[config.mk]
export PLATFORM = sky130hd
export DESIGN_NAME = csr_file
export DESIGN_NICKNAME = d
export VERILOG_FILES = /design/src/csr_pkg.sv /design/src/csr_file.sv /design/src/csr_access_ctrl.sv /design/src/csr_trap_state.sv /design/src/csr_irq_ctrl.sv /design/src/csr_counter.sv
export SDC_FILE = /design/constraint.sdc
export NUM_CORES = 1
export LEC_CHECK = 0
export BUFFER_PORTS_ARGS = -buffer_cell sky130_fd_sc_hd__buf_2
export CORE_MARGIN = 3
export CORE_UTILIZATION = 40
export CTS_CLUSTER_SIZE = 24
export DETAILED_ROUTE_END_ITERATION = 8
export SYNTH_ARGS = -nofsm -noshare
export SYNTH_HDL_FRONTEND = slang
export SYNTH_SLANG_ARGS = --single-unit
[constraint.sdc]
create_clock -name clk -period 2.84 [get_ports clk]
set_input_delay 0.568 -clock clk [delete_from_list [all_inputs] [get_ports clk]]
set_output_delay 0.568 -clock clk [all_outputs]
set_load 0.02 [all_outputs]
[src/csr_pkg.sv]
// shared widths, command encoding, privilege levels, cause codes, csr addresses, reset values
`default_nettype none

package csr_pkg;

  localparam int unsigned XLEN = 32;

  typedef logic [11:0] csr_addr_t;       // 11:10 == 3 read-only, 9:8 min privilege

  // bit 2 marks an access, nonzero 1:0 marks a write
  typedef enum logic [2:0] {
    CSR_IDLE  = 3'd0,
    CSR_READ  = 3'd4,
    CSR_WRITE = 3'd5,
    CSR_SET   = 3'd6,
    CSR_CLEAR = 3'd7
  } csr_cmd_e;

  typedef logic [1:0] prv_t;
  localparam prv_t PRV_U = 2'd0;
  localparam prv_t PRV_M = 2'd3;

  // synchronous and interrupt codes share the value space
  typedef logic [3:0] cause_t;
  localparam cause_t CAUSE_INST_MISALIGNED  = 4'd0;
  localparam cause_t CAUSE_INST_FAULT       = 4'd1;
  localparam cause_t CAUSE_ILLEGAL_INST     = 4'd2;
  localparam cause_t CAUSE_LOAD_MISALIGNED  = 4'd4;
  localparam cause_t CAUSE_LOAD_FAULT       = 4'd5;
  localparam cause_t CAUSE_STORE_MISALIGNED = 4'd6;
  localparam cause_t CAUSE_STORE_FAULT      = 4'd7;
  localparam cause_t CAUSE_MSOFT_INT        = 4'd3;
  localparam cause_t CAUSE_MTIMER_INT       = 4'd7;
  localparam cause_t CAUSE_MEXT_INT         = 4'd11;

  // ==========================================================
  // machine mode csr map
  // ==========================================================
  localparam csr_addr_t ADDR_MSTATUS   = 12'h300;
  localparam csr_addr_t ADDR_MISA      = 12'h301;
  localparam csr_addr_t ADDR_MIE       = 12'h304;
  localparam csr_addr_t ADDR_MTVEC     = 12'h305;
  localparam csr_addr_t ADDR_MSCRATCH  = 12'h340;
  localparam csr_addr_t ADDR_MEPC      = 12'h341;
  localparam csr_addr_t ADDR_MCAUSE    = 12'h342;
  localparam csr_addr_t ADDR_MTVAL     = 12'h343;
  localparam csr_addr_t ADDR_MIP       = 12'h344;
  localparam csr_addr_t ADDR_MCYCLE    = 12'hB00;
  localparam csr_addr_t ADDR_MINSTRET  = 12'hB02;
  localparam csr_addr_t ADDR_MCYCLEH   = 12'hB80;
  localparam csr_addr_t ADDR_MINSTRETH = 12'hB82;
  localparam csr_addr_t ADDR_CYCLE     = 12'hC00;   // user shadows, read-only
  localparam csr_addr_t ADDR_INSTRET   = 12'hC02;
  localparam csr_addr_t ADDR_CYCLEH    = 12'hC80;
  localparam csr_addr_t ADDR_INSTRETH  = 12'hC82;
  localparam csr_addr_t ADDR_MVENDORID = 12'hF11;
  localparam csr_addr_t ADDR_MARCHID   = 12'hF12;
  localparam csr_addr_t ADDR_MIMPID    = 12'hF13;
  localparam csr_addr_t ADDR_MHARTID   = 12'hF14;

  localparam logic [XLEN-1:0] MTVEC_RESET = 32'h8000_0000;
  localparam logic [XLEN-1:0] VENDOR_ID   = 32'h0000_0000;
  localparam logic [XLEN-1:0] ARCH_ID     = 32'd31;
  localparam logic [XLEN-1:0] IMPL_ID     = 32'h0000_0001;
  // mxl = 1 (rv32), extensions u, m, i, c
  localparam logic [XLEN-1:0] MISA_VALUE  = 32'h4010_1104;

endpackage

`default_nettype wire
[src/csr_file.sv]
// csr_file: machine mode csr file top, access control plus trap, interrupt and counter state
`timescale 1ns/100ps
`default_nettype none

module csr_file #(
  parameter int unsigned N_EXT_INTS = 4,
  parameter int unsigned HART_ID    = 0,
  parameter int unsigned CNT_WIDTH  = 64
) (
  input  wire                         clk,
  input  wire                         nreset,
  input  wire csr_pkg::csr_addr_t     addr,
  input  wire csr_pkg::csr_cmd_e      cmd,
  input  wire [csr_pkg::XLEN-1:0]     wdata,
  input  wire [N_EXT_INTS-1:0]        ext_interrupts,
  input  wire                         timer_tick,
  input  wire                         retire,
  input  wire                         exception,
  input  wire csr_pkg::cause_t        exception_code,
  input  wire                         exception_int,
  input  wire [csr_pkg::XLEN-1:0]     exception_pc,
  input  wire [csr_pkg::XLEN-1:0]     interrupt_pc,
  input  wire [csr_pkg::XLEN-1:0]     exception_load_addr,
  input  wire [csr_pkg::XLEN-1:0]     exception_inst,
  input  wire                         eret,
  output logic [csr_pkg::XLEN-1:0]    rdata,
  output logic                        illegal_access,
  output csr_pkg::prv_t               prv,
  output logic [csr_pkg::XLEN-1:0]    handler_pc,
  output logic [csr_pkg::XLEN-1:0]    mepc,
  output logic                        interrupt_pending,
  output logic                        interrupt_taken,
  output csr_pkg::cause_t             interrupt_code
);

  logic [csr_pkg::XLEN-1:0] wr_data;
  logic [csr_pkg::XLEN-1:0] mstatus_val, mtvec_val, mscratch_val;
  logic [csr_pkg::XLEN-1:0] mcause_val, mtval_val, mip_val;
  logic [CNT_WIDTH-1:0]     cycle_val, instret_val;
  logic mstatus_we, mtvec_we, mscratch_we, mepc_we, mcause_we, mtval_we, mip_we;
  logic cycle_lo_we, cycle_hi_we, instret_lo_we, instret_hi_we;

  // ==========================================================
  // access control
  // ==========================================================
  csr_access_ctrl #(.HART_ID(HART_ID), .CNT_WIDTH(CNT_WIDTH)) i_access_ctrl (
    .addr, .cmd, .wdata, .prv,
    .mstatus_val, .mtvec_val, .mscratch_val, .mepc_val(mepc),
    .mcause_val, .mtval_val, .mip_val, .cycle_val, .instret_val,
    .rdata, .illegal_access, .wr_data,
    .mstatus_we, .mtvec_we, .mscratch_we, .mepc_we, .mcause_we, .mtval_we, .mip_we,
    .cycle_lo_we, .cycle_hi_we, .instret_lo_we, .instret_hi_we
  );

  // ==========================================================
  // datapath state
  // ==========================================================
  csr_trap_state i_trap_state (
    .clk, .nreset, .wr_data,
    .mstatus_we, .mtvec_we, .mscratch_we, .mepc_we, .mcause_we, .mtval_we,
    .exception, .exception_code, .exception_int, .exception_pc, .interrupt_pc,
    .exception_load_addr, .exception_inst, .eret,
    .prv, .mstatus_val, .mtvec_val, .mscratch_val, .mepc_val(mepc),
    .mcause_val, .mtval_val, .handler_pc
  );

  csr_irq_ctrl #(.N_EXT_INTS(N_EXT_INTS)) i_irq_ctrl (
    .clk, .nreset, .wr_data, .mip_we, .ext_interrupts, .timer_tick, .prv,
    .mie_bit(mstatus_val[3]),                     // global mie from mstatus
    .mip_val, .interrupt_pending, .interrupt_taken, .interrupt_code
  );

  csr_counter #(.CNT_WIDTH(CNT_WIDTH)) i_cycle (
    .clk, .nreset, .inc(1'b1), .wr_data,
    .lo_we(cycle_lo_we), .hi_we(cycle_hi_we), .count(cycle_val)
  );

  csr_counter #(.CNT_WIDTH(CNT_WIDTH)) i_instret (
    .clk, .nreset, .inc(retire), .wr_data,
    .lo_we(instret_lo_we), .hi_we(instret_hi_we), .count(instret_val)
  );

endmodule

`default_nettype wire

[src/csr_access_ctrl.sv]
// csr_access_ctrl: command decode, legality check, write data, write strobes, read mux
`timescale 1ns/100ps
`default_nettype none

module csr_access_ctrl #(
  parameter int unsigned HART_ID   = 0,
  parameter int unsigned CNT_WIDTH = 64
) (
  input  wire csr_pkg::csr_addr_t     addr,
  input  wire csr_pkg::csr_cmd_e      cmd,
  input  wire [csr_pkg::XLEN-1:0]     wdata,
  input  wire csr_pkg::prv_t          prv,
  input  wire [csr_pkg::XLEN-1:0]     mstatus_val,
  input  wire [csr_pkg::XLEN-1:0]     mtvec_val,
  input  wire [csr_pkg::XLEN-1:0]     mscratch_val,
  input  wire [csr_pkg::XLEN-1:0]     mepc_val,
  input  wire [csr_pkg::XLEN-1:0]     mcause_val,
  input  wire [csr_pkg::XLEN-1:0]     mtval_val,
  input  wire [csr_pkg::XLEN-1:0]     mip_val,
  input  wire [CNT_WIDTH-1:0]         cycle_val,
  input  wire [CNT_WIDTH-1:0]         instret_val,
  output logic [csr_pkg::XLEN-1:0]    rdata,
  output logic                        illegal_access,
  output logic [csr_pkg::XLEN-1:0]    wr_data,
  output logic                        mstatus_we,
  output logic                        mtvec_we,
  output logic                        mscratch_we,
  output logic                        mepc_we,
  output logic                        mcause_we,
  output logic                        mtval_we,
  output logic                        mip_we,
  output logic                        cycle_lo_we,
  output logic                        cycle_hi_we,
  output logic                        instret_lo_we,
  output logic                        instret_hi_we
);

  localparam int unsigned XLEN = csr_pkg::XLEN;
  localparam int unsigned CW   = 2 * XLEN;

  logic [CW-1:0] cycle_ext;              // counters padded to two full words
  logic [CW-1:0] instret_ext;
  logic          defined;
  logic          access;
  logic          write;
  logic          write_ok;

  assign cycle_ext   = CW'(cycle_val);
  assign instret_ext = CW'(instret_val);

  // ==========================================================
  // read multiplexer
  // ==========================================================
  always_comb begin
    rdata   = '0;
    defined = 1'b1;
    case (addr)
      csr_pkg::ADDR_MSTATUS:   rdata = mstatus_val;
      csr_pkg::ADDR_MISA:      rdata = csr_pkg::MISA_VALUE;
      csr_pkg::ADDR_MIE:       rdata = '0;   // only the global enable in mstatus
      csr_pkg::ADDR_MTVEC:     rdata = mtvec_val;
      csr_pkg::ADDR_MSCRATCH:  rdata = mscratch_val;
      csr_pkg::ADDR_MEPC:      rdata = mepc_val;
      csr_pkg::ADDR_MCAUSE:    rdata = mcause_val;
      csr_pkg::ADDR_MTVAL:     rdata = mtval_val;
      csr_pkg::ADDR_MIP:       rdata = mip_val;
      csr_pkg::ADDR_MCYCLE,
      csr_pkg::ADDR_CYCLE:     rdata = cycle_ext[XLEN-1:0];
      csr_pkg::ADDR_MCYCLEH,
      csr_pkg::ADDR_CYCLEH:    rdata = cycle_ext[CW-1:XLEN];
      csr_pkg::ADDR_MINSTRET,
      csr_pkg::ADDR_INSTRET:   rdata = instret_ext[XLEN-1:0];
      csr_pkg::ADDR_MINSTRETH,
      csr_pkg::ADDR_INSTRETH:  rdata = instret_ext[CW-1:XLEN];
      csr_pkg::ADDR_MVENDORID: rdata = csr_pkg::VENDOR_ID;
      csr_pkg::ADDR_MARCHID:   rdata = csr_pkg::ARCH_ID;
      csr_pkg::ADDR_MIMPID:    rdata = csr_pkg::IMPL_ID;
      csr_pkg::ADDR_MHARTID:   rdata = HART_ID;
      default:                 defined = 1'b0;
    endcase
  end

  // ==========================================================
  // legality and write path
  // ==========================================================
  assign access = cmd[2];
  assign write  = access && (cmd[1:0] != 2'b00);

  assign illegal_access = access && (!defined
                                     || (write && (addr[11:10] == 2'b11))
                                     || (addr[9:8] > prv));
  assign write_ok = write && !illegal_access;   // illegal writes leave state alone

  // set and clear are read-modify-write on the current value
  always_comb begin
    case (cmd)
      csr_pkg::CSR_SET:   wr_data = rdata | wdata;
      csr_pkg::CSR_CLEAR: wr_data = rdata & ~wdata;
      default:            wr_data = wdata;
    endcase
  end

  assign mstatus_we    = write_ok && (addr == csr_pkg::ADDR_MSTATUS);
  assign mtvec_we      = write_ok && (addr == csr_pkg::ADDR_MTVEC);
  assign mscratch_we   = write_ok && (addr == csr_pkg::ADDR_MSCRATCH);
  assign mepc_we       = write_ok && (addr == csr_pkg::ADDR_MEPC);
  assign mcause_we     = write_ok && (addr == csr_pkg::ADDR_MCAUSE);
  assign mtval_we      = write_ok && (addr == csr_pkg::ADDR_MTVAL);
  assign mip_we        = write_ok && (addr == csr_pkg::ADDR_MIP);
  assign cycle_lo_we   = write_ok && (addr == csr_pkg::ADDR_MCYCLE);
  assign cycle_hi_we   = write_ok && (addr == csr_pkg::ADDR_MCYCLEH);
  assign instret_lo_we = write_ok && (addr == csr_pkg::ADDR_MINSTRET);
  assign instret_hi_we = write_ok && (addr == csr_pkg::ADDR_MINSTRETH);

endmodule

`default_nettype wire

[src/csr_trap_state.sv]
// csr_trap_state: privilege stack, mtvec, mscratch, mepc, mcause, mtval, trap edge detect
`timescale 1ns/100ps
`default_nettype none

module csr_trap_state (
  input  wire                         clk,
  input  wire                         nreset,
  input  wire [csr_pkg::XLEN-1:0]     wr_data,
  input  wire                         mstatus_we,
  input  wire                         mtvec_we,
  input  wire                         mscratch_we,
  input  wire                         mepc_we,
  input  wire                         mcause_we,
  input  wire                         mtval_we,
  input  wire                         exception,
  input  wire csr_pkg::cause_t        exception_code,
  input  wire                         exception_int,
  input  wire [csr_pkg::XLEN-1:0]     exception_pc,
  input  wire [csr_pkg::XLEN-1:0]     interrupt_pc,
  input  wire [csr_pkg::XLEN-1:0]     exception_load_addr,
  input  wire [csr_pkg::XLEN-1:0]     exception_inst,
  input  wire                         eret,
  output csr_pkg::prv_t               prv,
  output logic [csr_pkg::XLEN-1:0]    mstatus_val,
  output logic [csr_pkg::XLEN-1:0]    mtvec_val,
  output logic [csr_pkg::XLEN-1:0]    mscratch_val,
  output logic [csr_pkg::XLEN-1:0]    mepc_val,
  output logic [csr_pkg::XLEN-1:0]    mcause_val,
  output logic [csr_pkg::XLEN-1:0]    mtval_val,
  output logic [csr_pkg::XLEN-1:0]    handler_pc
);

  csr_pkg::prv_t            mpp;
  logic                     mpie;
  logic                     mie;
  logic                     exception_q;
  logic                     trap;
  logic                     tval_upd;     // this code records a trap value
  logic [csr_pkg::XLEN-1:0] tval_sel;

  // a held exception traps once, on its first cycle
  always_ff @(posedge clk or negedge nreset) begin
    if (!nreset) begin
      exception_q <= 1'b0;
    end else begin
      exception_q <= exception;
    end
  end

  assign trap = exception && !exception_q;

  // ==========================================================
  // privilege stack, write beats trap beats eret
  // ==========================================================
  always_ff @(posedge clk or negedge nreset) begin
    if (!nreset) begin
      prv  <= csr_pkg::PRV_M;
      mpp  <= csr_pkg::PRV_U;
      mpie <= 1'b0;
      mie  <= 1'b0;
    end else if (mstatus_we) begin
      if ((wr_data[12:11] == csr_pkg::PRV_U) || (wr_data[12:11] == csr_pkg::PRV_M)) begin
        mpp <= wr_data[12:11];              // other encodings are not supported
      end
      mpie <= wr_data[7];
      mie  <= wr_data[3];
    end else if (trap) begin
      prv  <= csr_pkg::PRV_M;
      mpp  <= prv;
      mpie <= mie;
      mie  <= 1'b0;
    end else if (eret) begin
      prv  <= mpp;
      mpp  <= csr_pkg::PRV_M;
      mpie <= 1'b1;
      mie  <= mpie;
    end
  end

  assign mstatus_val = {19'd0, mpp, 3'd0, mpie, 3'd0, mie, 3'd0};

  always_comb begin
    tval_upd = 1'b1;
    tval_sel = exception_pc;
    case (exception_code)
      csr_pkg::CAUSE_INST_MISALIGNED,
      csr_pkg::CAUSE_INST_FAULT:       tval_sel = exception_pc;
      csr_pkg::CAUSE_LOAD_MISALIGNED,
      csr_pkg::CAUSE_LOAD_FAULT,
      csr_pkg::CAUSE_STORE_MISALIGNED,
      csr_pkg::CAUSE_STORE_FAULT:      tval_sel = exception_load_addr;
      csr_pkg::CAUSE_ILLEGAL_INST:     tval_sel = exception_inst;
      default:                         tval_upd = 1'b0;
    endcase
  end

  // ==========================================================
  // trap registers
  // ==========================================================
  always_ff @(posedge clk or negedge nreset) begin
    if (!nreset) begin
      mtvec_val    <= csr_pkg::MTVEC_RESET;
      mscratch_val <= '0;
      mepc_val     <= '0;
      mcause_val   <= '0;
      mtval_val    <= '0;
    end else begin
      if (mtvec_we) mtvec_val <= {wr_data[31:2], 2'b00};    // direct mode only
      if (mscratch_we) mscratch_val <= wr_data;
      if (mepc_we) begin
        mepc_val <= wr_data;
      end else if (trap) begin
        mepc_val <= exception_int ? {interrupt_pc[31:1], 1'b0} : {exception_pc[31:1], 1'b0};
      end
      if (mcause_we) begin
        mcause_val <= wr_data;
      end else if (trap) begin
        mcause_val <= {exception_int, 27'd0, exception_code};
      end
      if (mtval_we) begin
        mtval_val <= wr_data;
      end else if (trap && !exception_int && tval_upd) begin
        mtval_val <= tval_sel;
      end
    end
  end

  assign handler_pc = mtvec_val;

endmodule

`default_nettype wire

[src/csr_irq_ctrl.sv]
// csr_irq_ctrl: mip register, interrupt pending, taken and cause code
`timescale 1ns/100ps
`default_nettype none

module csr_irq_ctrl #(
  parameter int unsigned N_EXT_INTS = 4
) (
  input  wire                         clk,
  input  wire                         nreset,
  input  wire [csr_pkg::XLEN-1:0]     wr_data,
  input  wire                         mip_we,
  input  wire [N_EXT_INTS-1:0]        ext_interrupts,
  input  wire                         timer_tick,
  input  wire csr_pkg::prv_t          prv,
  input  wire                         mie_bit,
  output logic [csr_pkg::XLEN-1:0]    mip_val,
  output logic                        interrupt_pending,
  output logic                        interrupt_taken,
  output csr_pkg::cause_t             interrupt_code
);

  logic msip;   // software, written by the core
  logic mtip;   // timer
  logic meip;   // any external line

  // the sampled lines hold while software writes mip
  always_ff @(posedge clk or negedge nreset) begin
    if (!nreset) begin
      msip <= 1'b0;
      mtip <= 1'b0;
      meip <= 1'b0;
    end else if (mip_we) begin
      msip <= wr_data[3];
    end else begin
      mtip <= timer_tick;
      meip <= |ext_interrupts;
    end
  end

  assign mip_val = {20'd0, meip, 3'd0, mtip, 3'd0, msip, 3'd0};

  assign interrupt_pending = msip || mtip || meip;
  // user mode cannot mask machine interrupts
  assign interrupt_taken   = interrupt_pending && ((prv == csr_pkg::PRV_U) || mie_bit);

  always_comb begin
    if (mtip)      interrupt_code = csr_pkg::CAUSE_MTIMER_INT;
    else if (meip) interrupt_code = csr_pkg::CAUSE_MEXT_INT;
    else           interrupt_code = csr_pkg::CAUSE_MSOFT_INT;
  end

endmodule

`default_nettype wire

[src/csr_counter.sv]
// csr_counter: event counter with word-wide half writes
`timescale 1ns/100ps
`default_nettype none

module csr_counter #(
  parameter int unsigned CNT_WIDTH = 64   // 33 to 64
) (
  input  wire                         clk,
  input  wire                         nreset,
  input  wire                         inc,
  input  wire [csr_pkg::XLEN-1:0]     wr_data,
  input  wire                         lo_we,
  input  wire                         hi_we,
  output logic [CNT_WIDTH-1:0]        count
);

  localparam int unsigned XLEN = csr_pkg::XLEN;
  localparam int unsigned HI_W = CNT_WIDTH - XLEN;

  // a half write replaces the count for that cycle
  always_ff @(posedge clk or negedge nreset) begin
    if (!nreset) begin
      count <= '0;
    end else if (lo_we) begin
      count[XLEN-1:0] <= wr_data;
    end else if (hi_we) begin
      count[CNT_WIDTH-1:XLEN] <= wr_data[HI_W-1:0];   // upper data bits dropped
    end else if (inc) begin
      count <= count + CNT_WIDTH'(1);
    end
  end

endmodule

`default_nettype wire

==> impl_metrics.ini <==
[outcome]
run_status = finished with violations
violations = setup timing

[die]
core-area_mm2 = 0.0457
chipWidth_um = 222
row_count = 78
start_util_pct = 40.7
die_area_mm2 = 0.0491
io_pins = 295
die_y_um = 222

[timing]
fin_worst_skew_ns = 0.0201
max_freq_ghz = 0.323
timing.final.ws_setup_ns = -0.258
worst_pin_slew_ns = 0.944
layout_min_cycle_time_ns = 3.10
max_slew_margin_pct = 37.0
rsz0062_at_grt = yes
min_period_over_period_pct = 109
maxSlewViolCount = 0
hold_ws_ns = 0.168
hold_violations = 0
finalSetupViolCount = 72

[place]
place_area_mm2 = 0.0230
globalplace.congestion = 0.960
dp_cells = 3205
portBuffers = 289
dp_hpwl_um = 62500

[drt]
drt_iter0_markers = 2207
vias = 20766
drt_wl_total_um = 86700
drcViolationCount = 0
wl_per_cell_um = 26.0
drt_pass1_iterations = 6
ant_nets = 0
vias_per_cell = 6.23

[cts]
cts_buffers = 36
cts.htree.levels = 2
clk_path_buf_depth = 3
cts_root_buffer = clkbuf_16
path_clk_slew_ns = 0.06
insertion_delay_ns = 0.57
cts.sinks = 296
cts_tree = done

[setup_path]
crit_path_top_delay_cell = or4_4
worstPathRequired_ns = 2.27
path_cells = buf_8, or4_4, nor4_4, buf_12, buf_12, buf_8, a221o_1, buf_2
cp.arrival_ns = 2.53
max_stage_delay_ns = 0.61
timing.critical_path.from = addr[5]
endpoint_kind = output pin
crit_path_start_kind = input port
reg2reg_from = i_trap_state.prv[1]
r2r_setup_slack_ns = -0.11
path_class = input port to output pin
crit_fanout = 5
r2r-end = i_cycle.count[61]
r2r_cells = 14

[synthesis]
synth_edf_count = 0
synth_ff_type = dfrtp_1
avgSynthCellArea_um2 = 8.56
syn_area_mm2 = 0.0186
seq_area_frac_synth_pct = 39.8
ys_types = 90
ys_warn_count = 0
async_flop_share_pct = 100
syn_inst = 2174
synth-seq-cells = 296

[hold_path]
hold_depth = 1
worstHoldStart = exception
hold_class = input port to flop
min_to = i_trap_state.exception_q

[global_route]
grt_overflow_total = 0
grt_usage_pct = 33.3
grt_first_pass_wirelength_um = 126000
grt_pass1_vias = 19637
antenna_found_initial = 2
grt_max_degree = 105

[run]
cap_viol_max_count = 0

[finish]
final_cell_count_no_fill = 3334
final_cell_area_mm2 = 0.0265
final_nets = 2904
synthToLayoutAreaGrowth_pct = 42.4
drive_gt1_share_pct = 35.5

[power_and_ir_drop]
vdd_drop_max_mv = 0.439
leakage_nw = 12.0
power.density_mw_per_mm2 = 440
-- metrics by stage --
| stage | total power (W) | utilization, % | setup TNS (ns) | setup slack (ns) |
|---|---|---|---|---|
| global route | 0.0121 | 58.0 | -11.81 | -0.281 |
| finish | 0.0117 | 58.0 | -7.58 | -0.258 |
| detailed placement | 0.00669 | 50.5 | -107.09 | -0.553 |
| CTS | 0.0116 | 55.3 | -7.81 | -0.360 |
| floorplan | 0.00565 | - | -0.0247 | -0.0247 |
| global placement | 0.00666 | 50.5 | -113.16 | -0.558 |
-- registers in the layout (all words and copies together) (netlist names), 2 cells and up --
| signal | count |
|---|---|
| i_trap_state.prv | 2 |
| i_trap_state.handler_pc | 30 |
| i_instret.count | 64 |
| i_trap_state.mscratch_val | 32 |
| i_trap_state.mcause_val | 32 |
| i_trap_state.mpp | 2 |
| i_cycle.count | 64 |
| i_trap_state.mepc_val | 32 |
| i_trap_state.mtval_val | 32 |
-- critical path: cells and delay by family --
family / cells / cell delay [ns]
AO/OA/AOI/OAI: 1 / 0.25
buffers and inverters: 5 / 0.75
AND/OR/NAND/NOR: 2 / 0.94
-- logic make-up after synthesis --
kind of cell | count (synthesis) | share of synthesized area (%)
other | 2 | 0.0404
AO/OA/AOI/OAI | 759 | 26.2
AND/OR/NAND/NOR | 754 | 20.8
adder cells (fa/ha/maj) | 4 | 0.269
buffers and inverters | 219 | 5.33
flip-flops | 296 | 39.8
multiplexers | 108 | 6.02
XOR/XNOR | 32 | 1.51
-- area by class of cell --
| type | instances | area [µm²] |
|---|---|---|
| well taps | 600 | 751 |
| diodes | 1 | 2.50 |
| fillers | 4078 | 19200 |
| inverters | 43 | 161 |
| flip-flops and latches | 296 | 7410 |
| repair buffers | 671 | 5740 |
| multi-input cells | 1662 | 11200 |
| clock inverters | 11 | 188 |
| clock buffers | 50 | 1030 |
-- worst max-delay path by stage --
stage                     cells after the start  slack [ns]           endpoint
after CTS                                     9       -0.36          rdata[30]
final                                         8       -0.26          rdata[10]
after global placement                       11       -0.56     illegal_access
after global routing                         10       -0.28          rdata[15]
after floorplan                               9       -0.02  i_cycle.count[30]
after detailed placement                     10       -0.55  i_cycle.count[62]
-- per-layer routing --
| layer | vias to the layer above | wire length, µm | global-route usage, % |
|---|---|---|---|
| li1 | 9235 | - | - |
| met1 | 10243 | 36800 | 47.2 |
| met2 | 1108 | 38500 | 51.9 |
| met3 | 180 | 7910 | 5.63 |
| met4 | 0 | 3440 | 10.8 |
| met5 | - | 0 | 0 |
-- cells in the mapped netlist (7+ instances only) --
cell | count | area share, %
xor2_1 | 25 | 1.2
a31oi_1 | 24 | 0.81
a211oi_1 | 10 | 0.40
xnor2_1 | 7 | 0.33
mux2i_1 | 77 | 4.1
a21oi_1 | 123 | 3.3
and4_1 | 11 | 0.52
a221oi_1 | 15 | 0.71
nand3_1 | 89 | 2.4
nor3_1 | 49 | 1.3
and2_1 | 11 | 0.37
a222oi_1 | 29 | 1.6
nor2_1 | 85 | 1.7
buf_6 | 9 | 0.54
o21ai_1 | 23 | 0.62
mux2_2 | 31 | 1.9
nor3b_1 | 9 | 0.36
buf_1 | 8 | 0.16
and3_1 | 58 | 2.0
clkbuf_1 | 105 | 2.1
nor4_1 | 10 | 0.34
a22o_1 | 45 | 2.1
buf_2 | 40 | 1.1
inv_1 | 43 | 0.87
buf_4 | 14 | 0.56
nand2_1 | 305 | 6.2
dfrtp_1 | 293 | 39
or3_1 | 9 | 0.30
nand2b_1 | 8 | 0.27
nand4b_1 | 9 | 0.42
o21ai_0 | 299 | 8.0
nand3b_1 | 8 | 0.32
a22oi_1 | 49 | 2.0
o221ai_1 | 13 | 0.61
o31a_1 | 10 | 0.47
o211ai_1 | 37 | 1.5
or4_1 | 10 | 0.40
nand4_1 | 38 | 1.3
o22ai_1 | 18 | 0.61
-- layout by cell type (no fill, tap or decap), types with 43 or more instances in the layout --
cell         n
nand2_1    295
dfrtp_1    293
o21ai_0    279
buf_4      268
buf_2      244
a21oi_1    113
nand3_1     81
mux2i_1     77
buf_6       75
nor2_1      64
buf_12      60
clkbuf_16   45
and3_1      43
a22o_1      43
-- power breakdown --
part | leakage (nW) | internal [W] | switching (W)
registers | 3.85 | 0.00449 | 0.000296
clock network | 0.599 | 0.00293 | 0.00198
logic | 7.54 | 0.000815 | 0.00115
total | 12.0 | 0.00823 | 0.00343
-- repair_timing --
action / in CTS / in global routing
pin swaps: 42 / 81
endpoints found under the setup margin: 59 / 114
hold endpoints to repair: 45 / 0
gates cloned: 4 / 9
gates resized for setup: 190 / 196
setup buffers: 26 / 36
hold buffers: 1 / 0
Note: power is estimated with default switching activity, not from simulation.
